==> config.mk <==
export PLATFORM = sky130hd
export DESIGN_NAME = cpu_core
export DESIGN_NICKNAME = d
export VERILOG_FILES = /design/src/cpu_isa_pkg.sv /design/src/cpu_pipe_pkg.sv /design/src/ex_mem_if.sv /design/src/fetch_unit.sv /design/src/decode_stage.sv /design/src/reg_file.sv /design/src/execute_stage.sv /design/src/writeback_stage.sv /design/src/cpu_core.sv
export SDC_FILE = /design/constraint.sdc
export NUM_CORES = 1
export LEC_CHECK = 0
export BUFFER_PORTS_ARGS = -buffer_cell sky130_fd_sc_hd__buf_2
export CORE_MARGIN = 3
export CORE_UTILIZATION = 45
export CTS_CLUSTER_DIAMETER = 200
export DETAILED_ROUTE_END_ITERATION = 16
export GPL_TIMING_DRIVEN = 0
export PLACE_DENSITY = 0.59
export SYNTH_ARGS = -nofsm -noshare
export SYNTH_HDL_FRONTEND = slang
export SYNTH_SLANG_ARGS = --single-unit
==> constraint.sdc <==
create_clock -name clk -period 10.6 [get_ports clk]
set_clock_uncertainty 0.05 [all_clocks]
set_input_delay 1.06 -clock clk [delete_from_list [all_inputs] [get_ports clk]]
set_output_delay 1.06 -clock clk [all_outputs]
set_load 0.01 [all_outputs]
==> src/cpu_isa_pkg.sv <==
////////////////////////////////////////////////////////////////////////////
// instruction set of the 16-bit pipelined core
// word and field types, opcodes and bit positions in the instruction word
////////////////////////////////////////////////////////////////////////////
package cpu_isa_pkg;

   // data and address word
   typedef logic [15:0] word_t;
   typedef logic [3:0]  reg_addr_t;
   typedef logic [7:0]  imm8_t;

   // kept opcodes, any other code runs as a no-op
   typedef enum logic [3:0] {
      OP_ADD  = 4'd0,
      OP_SUB  = 4'd1,
      OP_AND  = 4'd2,
      OP_NOR  = 4'd3,
      OP_ADDI = 4'd4,
      OP_LW   = 4'd8,
      OP_SW   = 4'd9,
      OP_LHB  = 4'd10,
      OP_LLB  = 4'd11,
      OP_HLT  = 4'd15
   } opcode_t;

   // lw and sw always address off r14
   localparam reg_addr_t BASE_REG = 4'd14;
   localparam int NUM_REGS = 16;

   // field positions
   localparam int OPC_MSB  = 15;
   localparam int OPC_LSB  = 12;
   localparam int RD_MSB   = 11;
   localparam int RD_LSB   = 8;
   localparam int RS_MSB   = 7;
   localparam int RS_LSB   = 4;
   // rt and imm4 share the low nibble
   localparam int RT_MSB   = 3;
   localparam int RT_LSB   = 0;
   localparam int IMM8_MSB = 7;
   localparam int IMM8_LSB = 0;

endpackage

==> src/cpu_pipe_pkg.sv <==
////////////////////////////////////////////////////////////////////////////
// pipeline types of the core
// writeback source, alu operation and the ID/EX stage register
////////////////////////////////////////////////////////////////////////////
package cpu_pipe_pkg;

   typedef enum logic [1:0] {WB_ALU, WB_MEM, WB_BYTE} wb_src_t;

   typedef enum logic [1:0] {ALU_ADD, ALU_SUB, ALU_AND, ALU_NOR} alu_op_t;

   // id/ex entry, control bits first
   typedef struct packed {
      logic                   valid;
      logic                   reg_we;
      logic                   mem_we;
      logic                   mem_re;
      logic                   use_imm;
      logic                   halt;
      // lhb when set, llb otherwise
      logic                   high_byte;
      alu_op_t                alu_op;
      wb_src_t                wb_src;
      cpu_isa_pkg::reg_addr_t rd;
      cpu_isa_pkg::word_t     op_a;
      cpu_isa_pkg::word_t     op_b;
      cpu_isa_pkg::word_t     imm;
      cpu_isa_pkg::word_t     store_data;
   } id_ex_t;

endpackage

==> src/ex_mem_if.sv <==
////////////////////////////////////////////////////////////////////////////
// EX/MEM stage register bundle
// full view for writeback, reduced view for the decode hazard check
////////////////////////////////////////////////////////////////////////////
`timescale 1ns/1ps

interface ex_mem_if;
   import cpu_isa_pkg::*;
   import cpu_pipe_pkg::*;

   logic      reg_we;
   logic      mem_re;
   logic      halt;
   reg_addr_t rd;
   wb_src_t   wb_src;
   word_t     alu_out;
   word_t     byte_data;

   modport execute (output reg_we, mem_re, halt, rd, wb_src, alu_out, byte_data);
   modport writeback (input reg_we, mem_re, halt, rd, wb_src, alu_out, byte_data);
   // only the pending write is needed to stall
   modport hazard (input reg_we, rd);

endinterface

==> src/fetch_unit.sv <==
////////////////////////////////////////////////////////////////////////////
// fetch unit
// program counter and IF/ID instruction register, held on stall and halt
////////////////////////////////////////////////////////////////////////////
`timescale 1ns/1ps

module fetch_unit (
   input  logic               clk,
   input  logic               rst,
   input  cpu_isa_pkg::word_t instr,
   input  logic               stall,
   input  logic               halt_seen,
   output cpu_isa_pkg::word_t pc,
   output cpu_isa_pkg::word_t if_instr,
   output logic               if_valid
);

   logic advance;

   // hlt stays in IF/ID, so halt_seen stays up and fetch stays frozen
   assign advance = !stall && !halt_seen;

   // pc and valid flag
   always_ff @(posedge clk) begin
      if (rst) begin
         pc       <= 16'd0;
         if_valid <= 1'b0;
      end else if (advance) begin
         pc       <= pc + 16'd1;
         if_valid <= 1'b1;
      end
   end

   // instruction word, sampled with the pc it came from
   always_ff @(posedge clk) begin
      if (advance) begin
         if_instr <= instr;
      end
   end

endmodule

==> src/decode_stage.sv <==
////////////////////////////////////////////////////////////////////////////
// decode stage
// opcode decode, raw hazard stall, register read and the ID/EX register
////////////////////////////////////////////////////////////////////////////
`timescale 1ns/1ps

module decode_stage (
   input  logic                   clk,
   input  logic                   rst,
   input  cpu_isa_pkg::word_t     if_instr,
   input  logic                   if_valid,
   ex_mem_if.hazard               ex_mem,
   output cpu_isa_pkg::reg_addr_t rd_addr_a,
   output cpu_isa_pkg::reg_addr_t rd_addr_b,
   input  cpu_isa_pkg::word_t     rd_data_a,
   input  cpu_isa_pkg::word_t     rd_data_b,
   output logic                   stall,
   output logic                   halt_seen,
   output cpu_pipe_pkg::id_ex_t   id_ex
);
   import cpu_isa_pkg::*;
   import cpu_pipe_pkg::*;

   opcode_t   opc;
   reg_addr_t rd;
   reg_addr_t rs;
   reg_addr_t rt;
   imm8_t     imm8;
   logic      uses_a;
   logic      uses_b;
   logic      hit_a;
   logic      hit_b;
   logic      load;
   logic      halt_q;
   id_ex_t    nxt;

   // fields
   assign opc  = opcode_t'(if_instr[OPC_MSB:OPC_LSB]);
   assign rd   = if_instr[RD_MSB:RD_LSB];
   assign rs   = if_instr[RS_MSB:RS_LSB];
   assign rt   = if_instr[RT_MSB:RT_LSB];
   assign imm8 = if_instr[IMM8_MSB:IMM8_LSB];

   // read port select and which ports are live
   always_comb begin
      rd_addr_a = rs;
      rd_addr_b = rt;
      uses_a    = 1'b0;
      uses_b    = 1'b0;
      case (opc)
         OP_ADD, OP_SUB, OP_AND, OP_NOR: begin
            uses_a = 1'b1;
            uses_b = 1'b1;
         end
         OP_ADDI: uses_a = 1'b1;
         OP_LW: begin
            rd_addr_a = BASE_REG;
            uses_a    = 1'b1;
         end
         // store data comes from rd
         OP_SW: begin
            rd_addr_a = BASE_REG;
            rd_addr_b = rd;
            uses_a    = 1'b1;
            uses_b    = 1'b1;
         end
         // byte loads keep the other byte of rd
         OP_LHB, OP_LLB: begin
            rd_addr_b = rd;
            uses_b    = 1'b1;
         end
         default: ;
      endcase
   end

   ////////////////////////////////////////////////////////////////////////////
   // hazard check
   ////////////////////////////////////////////////////////////////////////////
   // mem/wb needs no check, the register file writes through
   assign hit_a = uses_a && ((id_ex.valid && id_ex.reg_we && id_ex.rd == rd_addr_a) ||
                             (ex_mem.reg_we && ex_mem.rd == rd_addr_a));
   assign hit_b = uses_b && ((id_ex.valid && id_ex.reg_we && id_ex.rd == rd_addr_b) ||
                             (ex_mem.reg_we && ex_mem.rd == rd_addr_b));

   assign stall     = if_valid && !halt_q && (hit_a || hit_b);
   assign halt_seen = if_valid && (opc == OP_HLT);
   assign load      = if_valid && !halt_q && !stall;

   // hlt goes down the pipe once, bubbles after it
   always_ff @(posedge clk) begin
      if (rst) begin
         halt_q <= 1'b0;
      end else if (load && opc == OP_HLT) begin
         halt_q <= 1'b1;
      end
   end

   // control decode
   always_comb begin
      nxt            = '0;
      nxt.rd         = rd;
      nxt.op_a       = rd_data_a;
      nxt.op_b       = rd_data_b;
      nxt.store_data = rd_data_b;
      // imm4 only for addi, byte loads use the low eight bits
      nxt.imm        = (opc == OP_ADDI) ? {{12{if_instr[RT_MSB]}}, if_instr[RT_MSB:RT_LSB]}
                                        : {{8{imm8[7]}}, imm8};
      nxt.alu_op     = ALU_ADD;
      nxt.wb_src     = WB_ALU;
      case (opc)
         OP_ADD: nxt.reg_we = 1'b1;
         OP_SUB: begin
            nxt.reg_we = 1'b1;
            nxt.alu_op = ALU_SUB;
         end
         OP_AND: begin
            nxt.reg_we = 1'b1;
            nxt.alu_op = ALU_AND;
         end
         OP_NOR: begin
            nxt.reg_we = 1'b1;
            nxt.alu_op = ALU_NOR;
         end
         OP_ADDI: begin
            nxt.reg_we  = 1'b1;
            nxt.use_imm = 1'b1;
         end
         OP_LW: begin
            nxt.reg_we  = 1'b1;
            nxt.mem_re  = 1'b1;
            nxt.use_imm = 1'b1;
            nxt.wb_src  = WB_MEM;
         end
         OP_SW: begin
            nxt.mem_we  = 1'b1;
            nxt.use_imm = 1'b1;
         end
         OP_LHB: begin
            nxt.reg_we    = 1'b1;
            nxt.wb_src    = WB_BYTE;
            nxt.high_byte = 1'b1;
         end
         OP_LLB: begin
            nxt.reg_we = 1'b1;
            nxt.wb_src = WB_BYTE;
         end
         OP_HLT: nxt.halt = 1'b1;
         default: ;
      endcase
      // bubble on stall, after halt, or with nothing fetched yet
      nxt.valid = load;
      if (!load) begin
         nxt.reg_we = 1'b0;
         nxt.mem_we = 1'b0;
         nxt.mem_re = 1'b0;
         nxt.halt   = 1'b0;
      end
   end

   // id/ex register
   always_ff @(posedge clk) begin
      if (rst) begin
         id_ex.valid  <= 1'b0;
         id_ex.reg_we <= 1'b0;
         id_ex.mem_we <= 1'b0;
         id_ex.mem_re <= 1'b0;
         id_ex.halt   <= 1'b0;
      end else begin
         id_ex <= nxt;
      end
   end

endmodule

==> src/reg_file.sv <==
////////////////////////////////////////////////////////////////////////////
// register file
// sixteen 16-bit registers, two read ports with write-through
////////////////////////////////////////////////////////////////////////////
`timescale 1ns/1ps

module reg_file (
   input  logic                   clk,
   input  logic                   rst,
   input  cpu_isa_pkg::reg_addr_t rd_addr_a,
   input  cpu_isa_pkg::reg_addr_t rd_addr_b,
   output cpu_isa_pkg::word_t     rd_data_a,
   output cpu_isa_pkg::word_t     rd_data_b,
   input  logic                   we,
   input  cpu_isa_pkg::reg_addr_t waddr,
   input  cpu_isa_pkg::word_t     wdata
);
   import cpu_isa_pkg::*;

   word_t regs [NUM_REGS];

   always_ff @(posedge clk) begin
      if (rst) begin
         for (int i = 0; i < NUM_REGS; i++) begin
            regs[i] <= '0;
         end
      end else if (we) begin
         regs[waddr] <= wdata;
      end
   end

   // same-cycle write wins so decode sees the mem/wb result
   assign rd_data_a = (we && waddr == rd_addr_a) ? wdata : regs[rd_addr_a];
   assign rd_data_b = (we && waddr == rd_addr_b) ? wdata : regs[rd_addr_b];

endmodule

==> src/execute_stage.sv <==
////////////////////////////////////////////////////////////////////////////
// execute stage
// operand select, alu, byte merge and the EX/MEM register with mem strobes
////////////////////////////////////////////////////////////////////////////
`timescale 1ns/1ps

module execute_stage (
   input  logic                 clk,
   input  logic                 rst,
   input  cpu_pipe_pkg::id_ex_t id_ex,
   ex_mem_if.execute            ex_mem,
   output cpu_isa_pkg::word_t   dm_addr,
   output cpu_isa_pkg::word_t   dm_wdata,
   output logic                 dm_we,
   output logic                 dm_re
);
   import cpu_isa_pkg::*;
   import cpu_pipe_pkg::*;

   word_t alu_b;
   word_t alu_y;
   word_t merged;
   imm8_t imm8;

   // second operand
   assign alu_b = id_ex.use_imm ? id_ex.imm : id_ex.op_b;

   always_comb begin
      alu_y = id_ex.op_a + alu_b;
      case (id_ex.alu_op)
         ALU_SUB: alu_y = id_ex.op_a - alu_b;
         ALU_AND: alu_y = id_ex.op_a & alu_b;
         ALU_NOR: alu_y = ~(id_ex.op_a | alu_b);
         default: ;
      endcase
   end

   // lhb replaces the high byte, llb the low byte
   assign imm8   = id_ex.imm[7:0];
   assign merged = id_ex.high_byte ? {imm8, id_ex.op_b[7:0]} : {id_ex.op_b[15:8], imm8};

   ////////////////////////////////////////////////////////////////////////////
   // ex/mem register
   ////////////////////////////////////////////////////////////////////////////
   // control, dropped for bubbles
   always_ff @(posedge clk) begin
      if (rst) begin
         ex_mem.reg_we <= 1'b0;
         ex_mem.mem_re <= 1'b0;
         ex_mem.halt   <= 1'b0;
         dm_we         <= 1'b0;
      end else begin
         ex_mem.reg_we <= id_ex.valid && id_ex.reg_we;
         ex_mem.mem_re <= id_ex.valid && id_ex.mem_re;
         ex_mem.halt   <= id_ex.valid && id_ex.halt;
         dm_we         <= id_ex.valid && id_ex.mem_we;
      end
   end

   // payload
   always_ff @(posedge clk) begin
      ex_mem.rd        <= id_ex.rd;
      ex_mem.wb_src    <= id_ex.wb_src;
      ex_mem.alu_out   <= alu_y;
      ex_mem.byte_data <= merged;
      dm_wdata         <= id_ex.store_data;
   end

   // alu sum doubles as the data address
   assign dm_addr = ex_mem.alu_out;
   assign dm_re   = ex_mem.mem_re;

endmodule

==> src/writeback_stage.sv <==
////////////////////////////////////////////////////////////////////////////
// writeback stage
// MEM/WB register, register write data select and sticky halt flag
////////////////////////////////////////////////////////////////////////////
`timescale 1ns/1ps

module writeback_stage (
   input  logic                   clk,
   input  logic                   rst,
   ex_mem_if.writeback            ex_mem,
   input  cpu_isa_pkg::word_t     dm_rdata,
   output logic                   rf_we,
   output logic                   halted,
   output cpu_isa_pkg::reg_addr_t rf_waddr,
   output cpu_isa_pkg::word_t     rf_wdata
);
   import cpu_isa_pkg::*;
   import cpu_pipe_pkg::*;

   wb_src_t src_q;
   word_t   alu_q;
   word_t   byte_q;
   word_t   rdata_q;

   // control
   always_ff @(posedge clk) begin
      if (rst) begin
         rf_we  <= 1'b0;
         halted <= 1'b0;
      end else begin
         rf_we <= ex_mem.reg_we;
         // stays up until reset
         if (ex_mem.halt) begin
            halted <= 1'b1;
         end
      end
   end

   // payload, read data only captured on a load
   always_ff @(posedge clk) begin
      rf_waddr <= ex_mem.rd;
      src_q    <= ex_mem.wb_src;
      alu_q    <= ex_mem.alu_out;
      byte_q   <= ex_mem.byte_data;
      if (ex_mem.mem_re) begin
         rdata_q <= dm_rdata;
      end
   end

   // write data select
   always_comb begin
      case (src_q)
         WB_MEM:  rf_wdata = rdata_q;
         WB_BYTE: rf_wdata = byte_q;
         default: rf_wdata = alu_q;
      endcase
   end

endmodule

==> src/cpu_core.sv <==
////////////////////////////////////////////////////////////////////////////
// 16-bit five-stage pipelined core
// fetch, decode, execute and writeback around the register file
////////////////////////////////////////////////////////////////////////////
`timescale 1ns/1ps

module cpu_core (
   input  logic                   clk,
   input  logic                   rst,
   input  cpu_isa_pkg::word_t     instr,
   input  cpu_isa_pkg::word_t     dm_rdata,
   output cpu_isa_pkg::word_t     pc,
   output cpu_isa_pkg::word_t     dm_addr,
   output cpu_isa_pkg::word_t     dm_wdata,
   output logic                   dm_we,
   output logic                   dm_re,
   output logic                   rf_we,
   output logic                   halted,
   output cpu_isa_pkg::reg_addr_t rf_waddr,
   output cpu_isa_pkg::word_t     rf_wdata
);
   import cpu_isa_pkg::*;
   import cpu_pipe_pkg::*;

   word_t     if_instr;
   logic      if_valid;
   logic      stall;
   logic      halt_seen;
   reg_addr_t rd_addr_a;
   reg_addr_t rd_addr_b;
   word_t     rd_data_a;
   word_t     rd_data_b;
   id_ex_t    id_ex;

   ex_mem_if ex_mem ();

   fetch_unit u_fetch (
      .clk       (clk),
      .rst       (rst),
      .instr     (instr),
      .stall     (stall),
      .halt_seen (halt_seen),
      .pc        (pc),
      .if_instr  (if_instr),
      .if_valid  (if_valid)
   );

   decode_stage u_decode (
      .clk       (clk),
      .rst       (rst),
      .if_instr  (if_instr),
      .if_valid  (if_valid),
      .ex_mem    (ex_mem.hazard),
      .rd_addr_a (rd_addr_a),
      .rd_addr_b (rd_addr_b),
      .rd_data_a (rd_data_a),
      .rd_data_b (rd_data_b),
      .stall     (stall),
      .halt_seen (halt_seen),
      .id_ex     (id_ex)
   );

   // written from mem/wb, read from decode
   reg_file u_regs (
      .clk       (clk),
      .rst       (rst),
      .rd_addr_a (rd_addr_a),
      .rd_addr_b (rd_addr_b),
      .rd_data_a (rd_data_a),
      .rd_data_b (rd_data_b),
      .we        (rf_we),
      .waddr     (rf_waddr),
      .wdata     (rf_wdata)
   );

   execute_stage u_execute (
      .clk      (clk),
      .rst      (rst),
      .id_ex    (id_ex),
      .ex_mem   (ex_mem.execute),
      .dm_addr  (dm_addr),
      .dm_wdata (dm_wdata),
      .dm_we    (dm_we),
      .dm_re    (dm_re)
   );

   writeback_stage u_writeback (
      .clk      (clk),
      .rst      (rst),
      .ex_mem   (ex_mem.writeback),
      .dm_rdata (dm_rdata),
      .rf_we    (rf_we),
      .halted   (halted),
      .rf_waddr (rf_waddr),
      .rf_wdata (rf_wdata)
   );

endmodule

==> results, run 1 <==
- The number of hold buffers added after CTS was 0.
- The number of buffers and inverters on the critical path is 6.
- The post-synthesis cell area is 22400 sq um.
- The flip-flop and latch count after synthesis is 459.
- The layout overhead on the synthesized area is 13.7%.
- Among all flip-flop cells after synthesis, the most frequent one is edfxtp_1.
- Setup total negative slack on the finished layout was measured at 0 ns.
- Yosys attributes the largest share of cell area to edfxtp_1, dfxtp_1, nand2_1, nor2_1, mux2i_1.
- The post-route fraction of the period consumed by the critical path is 49.3%.
- The net count of the mapped netlist is 2255.
- Before antenna repair, the detailed router went through 6 iterations.
- The combinational fraction of design power is a little under a fifth.
- The sequential element share of the synthesized area is 56.1%.
- The longest clock path from root to sink contains 3 buffers.
- The total I/O pin count is 106.
- Dividing the detail-routed wire length by the instance count gives 25.5 microns.
- Per report_power, the sequential group accounts for between 40 and 50% of the total.
- The wire length reported by the detailed router is 78.1 mm.
- Internal power comes to 0.00341 W.
- Across every metal layer, demand over resource in global routing totals 29.1%.
- The number of buffers created by CTS is 51.
- The final RePlAce weighted congestion is 0.981.
- CTS built an H-tree with a depth of 2.
- The number of antenna violations at the first check in global routing is 1.
- The number of antenna cells inserted is 0.
- At the worst endpoint, the arrival time is 4.12 ns.
- The highest fanout seen on the critical path is 10.
- The number of warnings issued by yosys is 0.
- Counting every instance in the synthesized netlist gives 2199.
- The leakage component of the power is 9.94 nW.
- The worst hold path begins at u_execute.ex_mem.byte_data[2]$_DFF_P_.
- The origin of the worst setup path is u_writeback.src_q[0]$_DFF_P_.
- The number of enable-type register cells in the synthesized netlist is 338.
- The number of violations of the max-capacitance limit is 0.
- After synthesis, the share of flip-flops with an asynchronous set or reset is 0%.
- The vias after detailed routing is 18200.
- The floorplan core area is 49100 sq um.
- The pin count of the biggest net entering global routing is 60.
- The initial utilization of the core area, before any placement, comes to 45.7%.
- The TritonCTS clock tree is done.
- Cells with a size suffix above 1 make up 12.6% of the layout.
- The quantity of gates resized following cts is 0.
- After layout, the worst setup slack is 5.37 ns.
- The final number of max-transition violations is 0.
- The most prevalent standard cell on the critical path is clkbuf_1.
- The floorplan has 81 rows.
- The standard cell with the maximum stage delay on the critical path is a21oi_1.
- The number of sinks driven by the clock tree is between 400 and 500.
- Final hold analysis gives a worst-case slack of 0.275 ns.
- The dominant cell by count in the synthesized netlist is nand2_1.
- In the routed layout, each cell is associated on average with a via count of 5.94.
- The flow ran to the end, and the final reports show no timing, DRC or antenna violations.
- The clock period minus final worst setup slack is 5.23 ns.
- The power per cell area is around 190 nW/um^2.
- The startpoint class of the critical path is a flop.
- Setup repair after global routing left no endpoint under its margin.
- The die footprint is 52500 sq um.
- Setup violations remaining at the end of the flow were counted as 0.
- The headroom to the max-slew limit is 1.96%.
- The netlist uses 78 different library cells.
- The first-pass GRT wire length is 115 mm.
- Cells fill 51.9% of the core in the end.
- The count of fill cells added during filler insertion is 4451.
- The number of buffers added on ports is 105.
- For the pin with the worst max-slew slack, the measured transition is 1.47 ns.
- The post-CTS setup repair buffer count is 0.
- In this run switching power makes up 30.0% of total power.
- The half-perimeter wire length of the detailed placement result is 59.3 mm.
- The DRC violation total after the first TritonRoute iteration is 2186.
- The total global routing overflow is 0.
- The worst register-to-register path begins at u_decode.id_ex[74]$_DFFE_PN_.
- In this run the power spent charging and discharging nets is about 0.0015 W.
- The share of power burned in the clock network is 37.0%.
- In this run the remaining antenna-violating nets after routing total 0.
- For this run, the slowest stage of the critical path takes 1.13 ns.
- The clock latency on the worst-skew pair is between 0.5 and 0.6 ns.
- A synthesized cell averages 10.2 sq um.
- The highest attainable clock frequency is 191 MHz.
- The cell count after placement is 2968.
- In the final layout, the multi-input gates occupy about 9000 sq um.
- The clock transition at the registers of the reported paths is 0.06 ns.
- The commonest cells after synthesis are nand2_1, edfxtp_1, nor2_1.
- For this run, the number of standard cells in the final layout without fillers is ~3000.
- The worst vdd rail ir drop is 136 uV.
- The number of global-route vias before repair is ~18000.
- The type of the worst setup path is reg -> out.
- The family with the most delay on the worst path is buffers and inverters.
- The y dimension of the die is approximately 230 microns.
- The capturing element type of the critical path is an output pin.
- The net count reported at finish is between 2000 and 2500.
- The signal on the critical path passes through inv_1 -> ha_1 -> clkbuf_1 -> clkbuf_1 -> nor2_1 -> a21oi_1 -> clkbuf_1 -> inv_1 -> buf_2.
- The pre-CTS worst setup slack is 5.60 ns.
- The cell accounting for the most synthesized area is edfxtp_1.
- The remaining design rule violation count is 0.
- Of the post-synthesis cell area, the dominant cell type holds between 40 and 50%.
- The total area of sequential cells is roughly 13000 sq um.
- In this run the horizontal extent of the chip is 229 microns.
- The total count of hold-check failures in the final report is 0.
- Data on the critical path is required at its endpoint by 9.49 ns.
- The clock tree root driver cell is clkbuf_16.
- The worst hold path belongs to the class reg -> reg.
## power by group through the flow
| stage | registers (W) | clock network (W) | logic, W |
|---|---|---|---|
| 4_1_cts | 0.00215 | 0.00182 | 0.000897 |
| 3_5_place_dp | 0.00219 | 0 | 0.000894 |
| 5_1_grt | 0.00217 | 0.00189 | 0.000973 |
| 3_3_place_gp | 0.00219 | 0 | 0.000886 |
| 2_1_floorplan | 0.00217 | 0 | 0.000522 |
| 6_report | 0.00215 | 0.00181 | 0.000915 |
## final timing paths
path	end	slack, ns	depth (start not counted)
hold / removal	u_writeback.byte_q[2]$_DFF_P_	0.27	0
setup / recovery	rf_wdata[11]	5.37	9
hold reg to reg	u_writeback.byte_q[2]$_DFF_P_	0.27	0
setup reg to reg	u_execute.dm_addr[14]$_DFF_P_	5.55	17
## layout by cell type, fill, tap and decap left out, drive strengths merged, types with 21 or more instances in the layout
cell    count
mux2i      87
nor3       26
inv        43
nand2     383
edfxtp    338
xor2       23
xnor2      24
dfxtp     121
ha         21
buf       139
a22oi      31
mux2       48
nand3      77
clkbuf    208
o211ai     65
a221o      32
o21ai      87
nor2      335
a21oi      67
## registers in the layout (all words and copies together) (netlist names), 2 cells and up
| register | count |
|---|---|
| u_execute.dm_wdata | 16 |
| u_writeback.byte_q | 16 |
| u_fetch.pc | 16 |
| u_execute.dm_addr | 16 |
| u_writeback.rf_waddr | 4 |
| u_writeback.src_q | 2 |
| u_regs.regs | 256 |
| u_fetch.if_instr | 16 |
| u_writeback.alu_q | 16 |
| u_execute.ex_mem.byte_data | 16 |
| u_execute.ex_mem.wb_src | 2 |
| u_decode.id_ex | 55 |
| u_writeback.rdata_q | 16 |
| u_execute.ex_mem.rd | 4 |
## cells by family (layout without fill, tap and decap cells)
logic type,count (synthesis),in the layout,synth area share [%]
AND/OR/NAND/NOR,914,914,17.4
flip-flops,459,459,56.1
AO/OA/AOI/OAI,409,409,13.2
buffers and inverters,211,408,3.70
multiplexers,137,137,6.55
XOR/XNOR,47,47,1.84
adder cells (fa/ha/maj),22,22,1.26
## per-layer routing
metal  global-route usage (%)  up-vias  share of wire [%]
li1                         -     8226                  -
met1                     38.0     8891                 41
met4                     11.2        2                3.9
met3                     5.04      184                7.8
met5                        0        -              0.015
met2                     48.5      873                 47
## through the flow
stage | area [sq um] | power, W
final | 25500 | 0.00487
after global routing | 25500 | 0.00503
after CTS | 25500 | 0.00487
after detailed placement | 23800 | 0.00308
after global placement | 23800 | 0.00307
after floorplan | 22400 | 0.00270
## layout make-up
cell class | count | area share (%)
buffer | 169 | 2.65
clock buffer | 72 | 5.76
clock inverter | 19 | 0.864
inverter | 42 | 0.619
multi-input combinational | 1529 | 35.4
sequential | 459 | 49.3
tap | 664 | 3.26
timing repair buffer | 106 | 2.09
(Power assumes the default switching activity.)
==> run 2, diff against run 1 <==
- clock period: 10.6 -> 5.12 ns (I/O delays scaled with it)
==> run 2 against run 1 <==
Against the previous run: die area is the same; final area is essentially flat; global-route usage is the same.
==> results, run 2 (synthesis results as in run 1) <==
- The average wire length per cell after detail routing is 25.5 microns (about the same).
- The slowest stage of the critical path is the clkbuf_1 cell.
- The highest attainable clock frequency is around 210 MHz.
- The leakage component of the power is 9.95 nW (about the same).
- The layout overhead on the synthesized area is 13.7% (about the same).
- The worst stage delay on the critical path came to 0.45 ns (-0.68 ns).
- The capturing element type of the critical path is a flop.
- The worst hold path depth is 1 (+1).
- The number of buffers added on ports was 105 (unchanged).
- The clock period could shrink to 4.76 ns.
- The part of the total power dissipated in sequential elements is 44.2% (about the same).
- Setup repair after global routing left no endpoint under its margin.
- The width of the die is 229 microns (unchanged).
- The startpoint identified for the worst hold timing path is dm_rdata[3].
- The y dimension of the die is 229 microns (unchanged).
- On the critical path the largest part of the delay comes from compound AO/OA/AOI/OAI gates.
- The critical path buffer and inverter count came to 3 (-3).
- The largest registers in the layout are u_regs.regs: 256 flops, u_decode.id_ex: 55 flops.
- The post-route worst setup slack was 0.359 ns (-5.01 ns).
- The register ranked first by flip-flop count is u_regs.regs.
- The actual slew at the worst max-slew pin was 1.44 ns (-0.0277 ns).
- The global-route total usage across every layer is 29.1% (unchanged).
- The worst vdd rail ir drop is 282 uV (+110%).
- TritonCTS built the clock tree.
- The clock transition at the registers of the reported paths was 0.06 ns (about the same).
- The remaining design rule violation count is 0 (unchanged).
- The endpoint identified for the worst register-to-register timing path is u_execute.dm_addr[14]$_DFF_P_.
- The final sum of negative setup slack was 0 ns (unchanged).
- The total count of hold-check failures in the final report is 0 (unchanged).
- The launch point of the worst reg-to-reg path is u_decode.id_ex[74]$_DFFE_PN_.
- The pin count of the biggest net entering global routing is 60 (unchanged).
- The deepest clock path buffer count was 3 (unchanged).
- The flow ran to the end, and the final reports show no timing, DRC or antenna violations.
- The power per cell area is 396 nW/um^2 (+110%).
- The top cell types in the final layout, fill and taps aside, are nand2_1, edfxtp_1, nor2_1.
- The critical path goes through clkbuf_1 -> clkbuf_2 -> clkbuf_2 -> mux2i_1 -> ha_1 -> nand3_1 -> o31ai_1 -> xor2_1 -> ha_1 -> a21oi_1 -> o21ai_0 -> a21o_1 -> a21o_1 -> a31oi_1 -> o21bai_1 -> nor4b_1 -> a311o_1.
- The cell count after placement came to 2968 (unchanged).
- The number of violations of the max-capacitance limit is 0 (unchanged).
- The total internal power was 0.00706 W (+110%).
- The die footprint is 52500 sq um (unchanged).
- The floorplan core area was 49100 sq um (unchanged).
- The count of cells along the worst register-to-register path is 17 (unchanged).
- The average via count per standard cell is 5.95 (+0.20%).
- The worst path uses 93.0% of the clock period.
- The path category of the worst min-delay check is in -> reg.
- The total iterations of the first detailed-routing run is 8 (+2).
- The number of sinks driven by the clock tree is 459 (unchanged).
- The net count reported at finish is 2414 (unchanged).
- The vias after detailed routing was 18200 (+0.20%).
- The number of nets with antenna violations after detailed routing is 0 (unchanged).
- The half-perimeter wire length of the detailed placement result is 59.3 mm (unchanged).
- In this run the clock root is driven by a clkbuf_16.
- The first-pass GRT wire length is 115 mm (unchanged).
- The share of power burned in the clock network came to 37.1% (about the same).
- The number of flip-flops in the largest register is 256 (unchanged).
- The combinational fraction of design power is 18.7% (about the same).
- The final RePlAce weighted congestion was 0.981 (unchanged).
- The arrival time of data at the critical path endpoint is 5.23 ns (+1.11 ns).
- The pre-CTS worst setup slack is 0.124 ns (-5.48 ns).
- The clock latency on the worst-skew pair was 0.60 ns (about the same).
- The count of fill cells added during filler insertion was 4452 (+0.022%).
- The number of antenna cells inserted is 0 (unchanged).
- The type of the worst setup path is reg -> reg.
- The number of global-route vias before repair came to 17900 (unchanged).
- The number of antenna violations at the first check in global routing is 1 (unchanged).
- The final number of max-transition violations is 0 (unchanged).
- The slack of the worst reg-to-reg path is 0.36 ns (-5.19 ns).
- The critical path data required time is 5.59 ns (-3.90 ns).
- The wire length reported by the detailed router is 78.2 mm (about the same).
- The number of buffers created by CTS is 51 (unchanged).
- The most frequent standard cell in the layout excluding fill and tap cells is nand2_1.
- The count of H-tree levels built during CTS was 2 (unchanged).
- The end point of the most critical hold path is u_writeback.rdata_q[3]$_DFFE_PP_.
- The headroom to the max-slew limit is 3.81% (+1.8 points).
- The switching power as a share of total power is 30.0% (about the same).
- The sum of internal, switching and leakage power came to 0.0101 W (+110%).
- The startpoint class of the critical path is a flop.
- The net switching power of the design was 0.00303 W (+110%).
- The total global routing overflow was 0 (unchanged).
- The total of hold buffers inserted after clock tree synthesis is 0 (unchanged).
- The initial cell density of the core is 45.7% (unchanged).
- The row count is 81 (unchanged).
- The DRC violation total after the first TritonRoute iteration was 2225 (+1.8%).
- The final cell count without fillers is 3060 (unchanged).
- The final number of setup-violating endpoints was 0 (unchanged).
- The proportion of layout cells with a drive suffix above 1 came to 12.7% (+0.083 points).
- The highest fanout seen on the critical path is 10 (unchanged).
- The total I/O pin count was 106 (unchanged).
[run 2: cell counts in the layout (fill, tap and decap cells not counted)]
No cell type changed its count.
[run 2: routing by layer]
metal,vias up,wire length [microns],global-route usage (%)
li1,8228,-,-
met1,8893,32000,38.0
met2,911,36800,48.5
met3,179,6350,5.04
met4,2,3060,11.2
met5,-,12,0
[run 2: through the flow]
| step | cell area, sq um | hold WS [ns] | util [%] |
|---|---|---|---|
| 2_1_floorplan | 22400 | 0.260 | - |
| 3_3_place_gp | 23800 | 0.263 | 48.5 |
| 3_5_place_dp | 23800 | 0.262 | 48.5 |
| 4_1_cts | 25500 | 0.0101 | 51.9 |
| 5_1_grt | 25500 | 0.0195 | 52.0 |
| 6_report | 25500 | 0.0402 | 52.0 |
[run 2: power by group through the flow]
stage / Combinational (W) / Clock, W / Sequential [W]
2_1_floorplan: 0.00108 / 0 / 0.00450
3_3_place_gp: 0.00184 / 0 / 0.00453
3_5_place_dp: 0.00185 / 0 / 0.00453
4_1_cts: 0.00186 / 0.00378 / 0.00446
5_1_grt: 0.00202 / 0.00392 / 0.00449
6_report: 0.00189 / 0.00374 / 0.00446
[run 2: area by class of cell]
type / count / area (sq um) / area share [%]
sequential: 459 / 12600 / 49.3
tap: 664 / 831 / 3.26
multi-input combinational: 1529 / 9020 / 35.4
timing repair buffer: 106 / 533 / 2.09
clock inverter: 19 / 220 / 0.864
buffer: 169 / 678 / 2.66
inverter: 42 / 158 / 0.619
clock buffer: 72 / 1470 / 5.76
[run 2: worst max path at each step]
| stage | start | to | slack (ns) | cells past startpoint |
|---|---|---|---|---|
| finish | u_decode.id_ex[74]$_DFFE_PN_ | u_execute.dm_addr[14]$_DFF_P_ | 0.36 | 17 |
| global route | u_decode.id_ex[74]$_DFFE_PN_ | u_execute.dm_addr[15]$_DFF_P_ | 0.09 | 17 |
| CTS | u_decode.id_ex[74]$_DFFE_PN_ | u_execute.dm_addr[14]$_DFF_P_ | 0.1 | 17 |
| detailed placement | u_decode.id_ex[74]$_DFFE_PN_ | u_execute.dm_addr[14]$_DFF_P_ | 0.12 | 17 |
| global placement | rst | u_regs.regs[11][3]$_SDFFCE_PN0P_ | -0.75 | 4 |
| floorplan | u_decode.id_ex[74]$_DFFE_PN_ | u_execute.dm_addr[14]$_DFF_P_ | 1.17 | 17 |
[run 2: repair_timing]
item	CTS	global route
buffers inserted	0	0
endpoints found under the setup margin	0	5
gates resized for setup	0	4
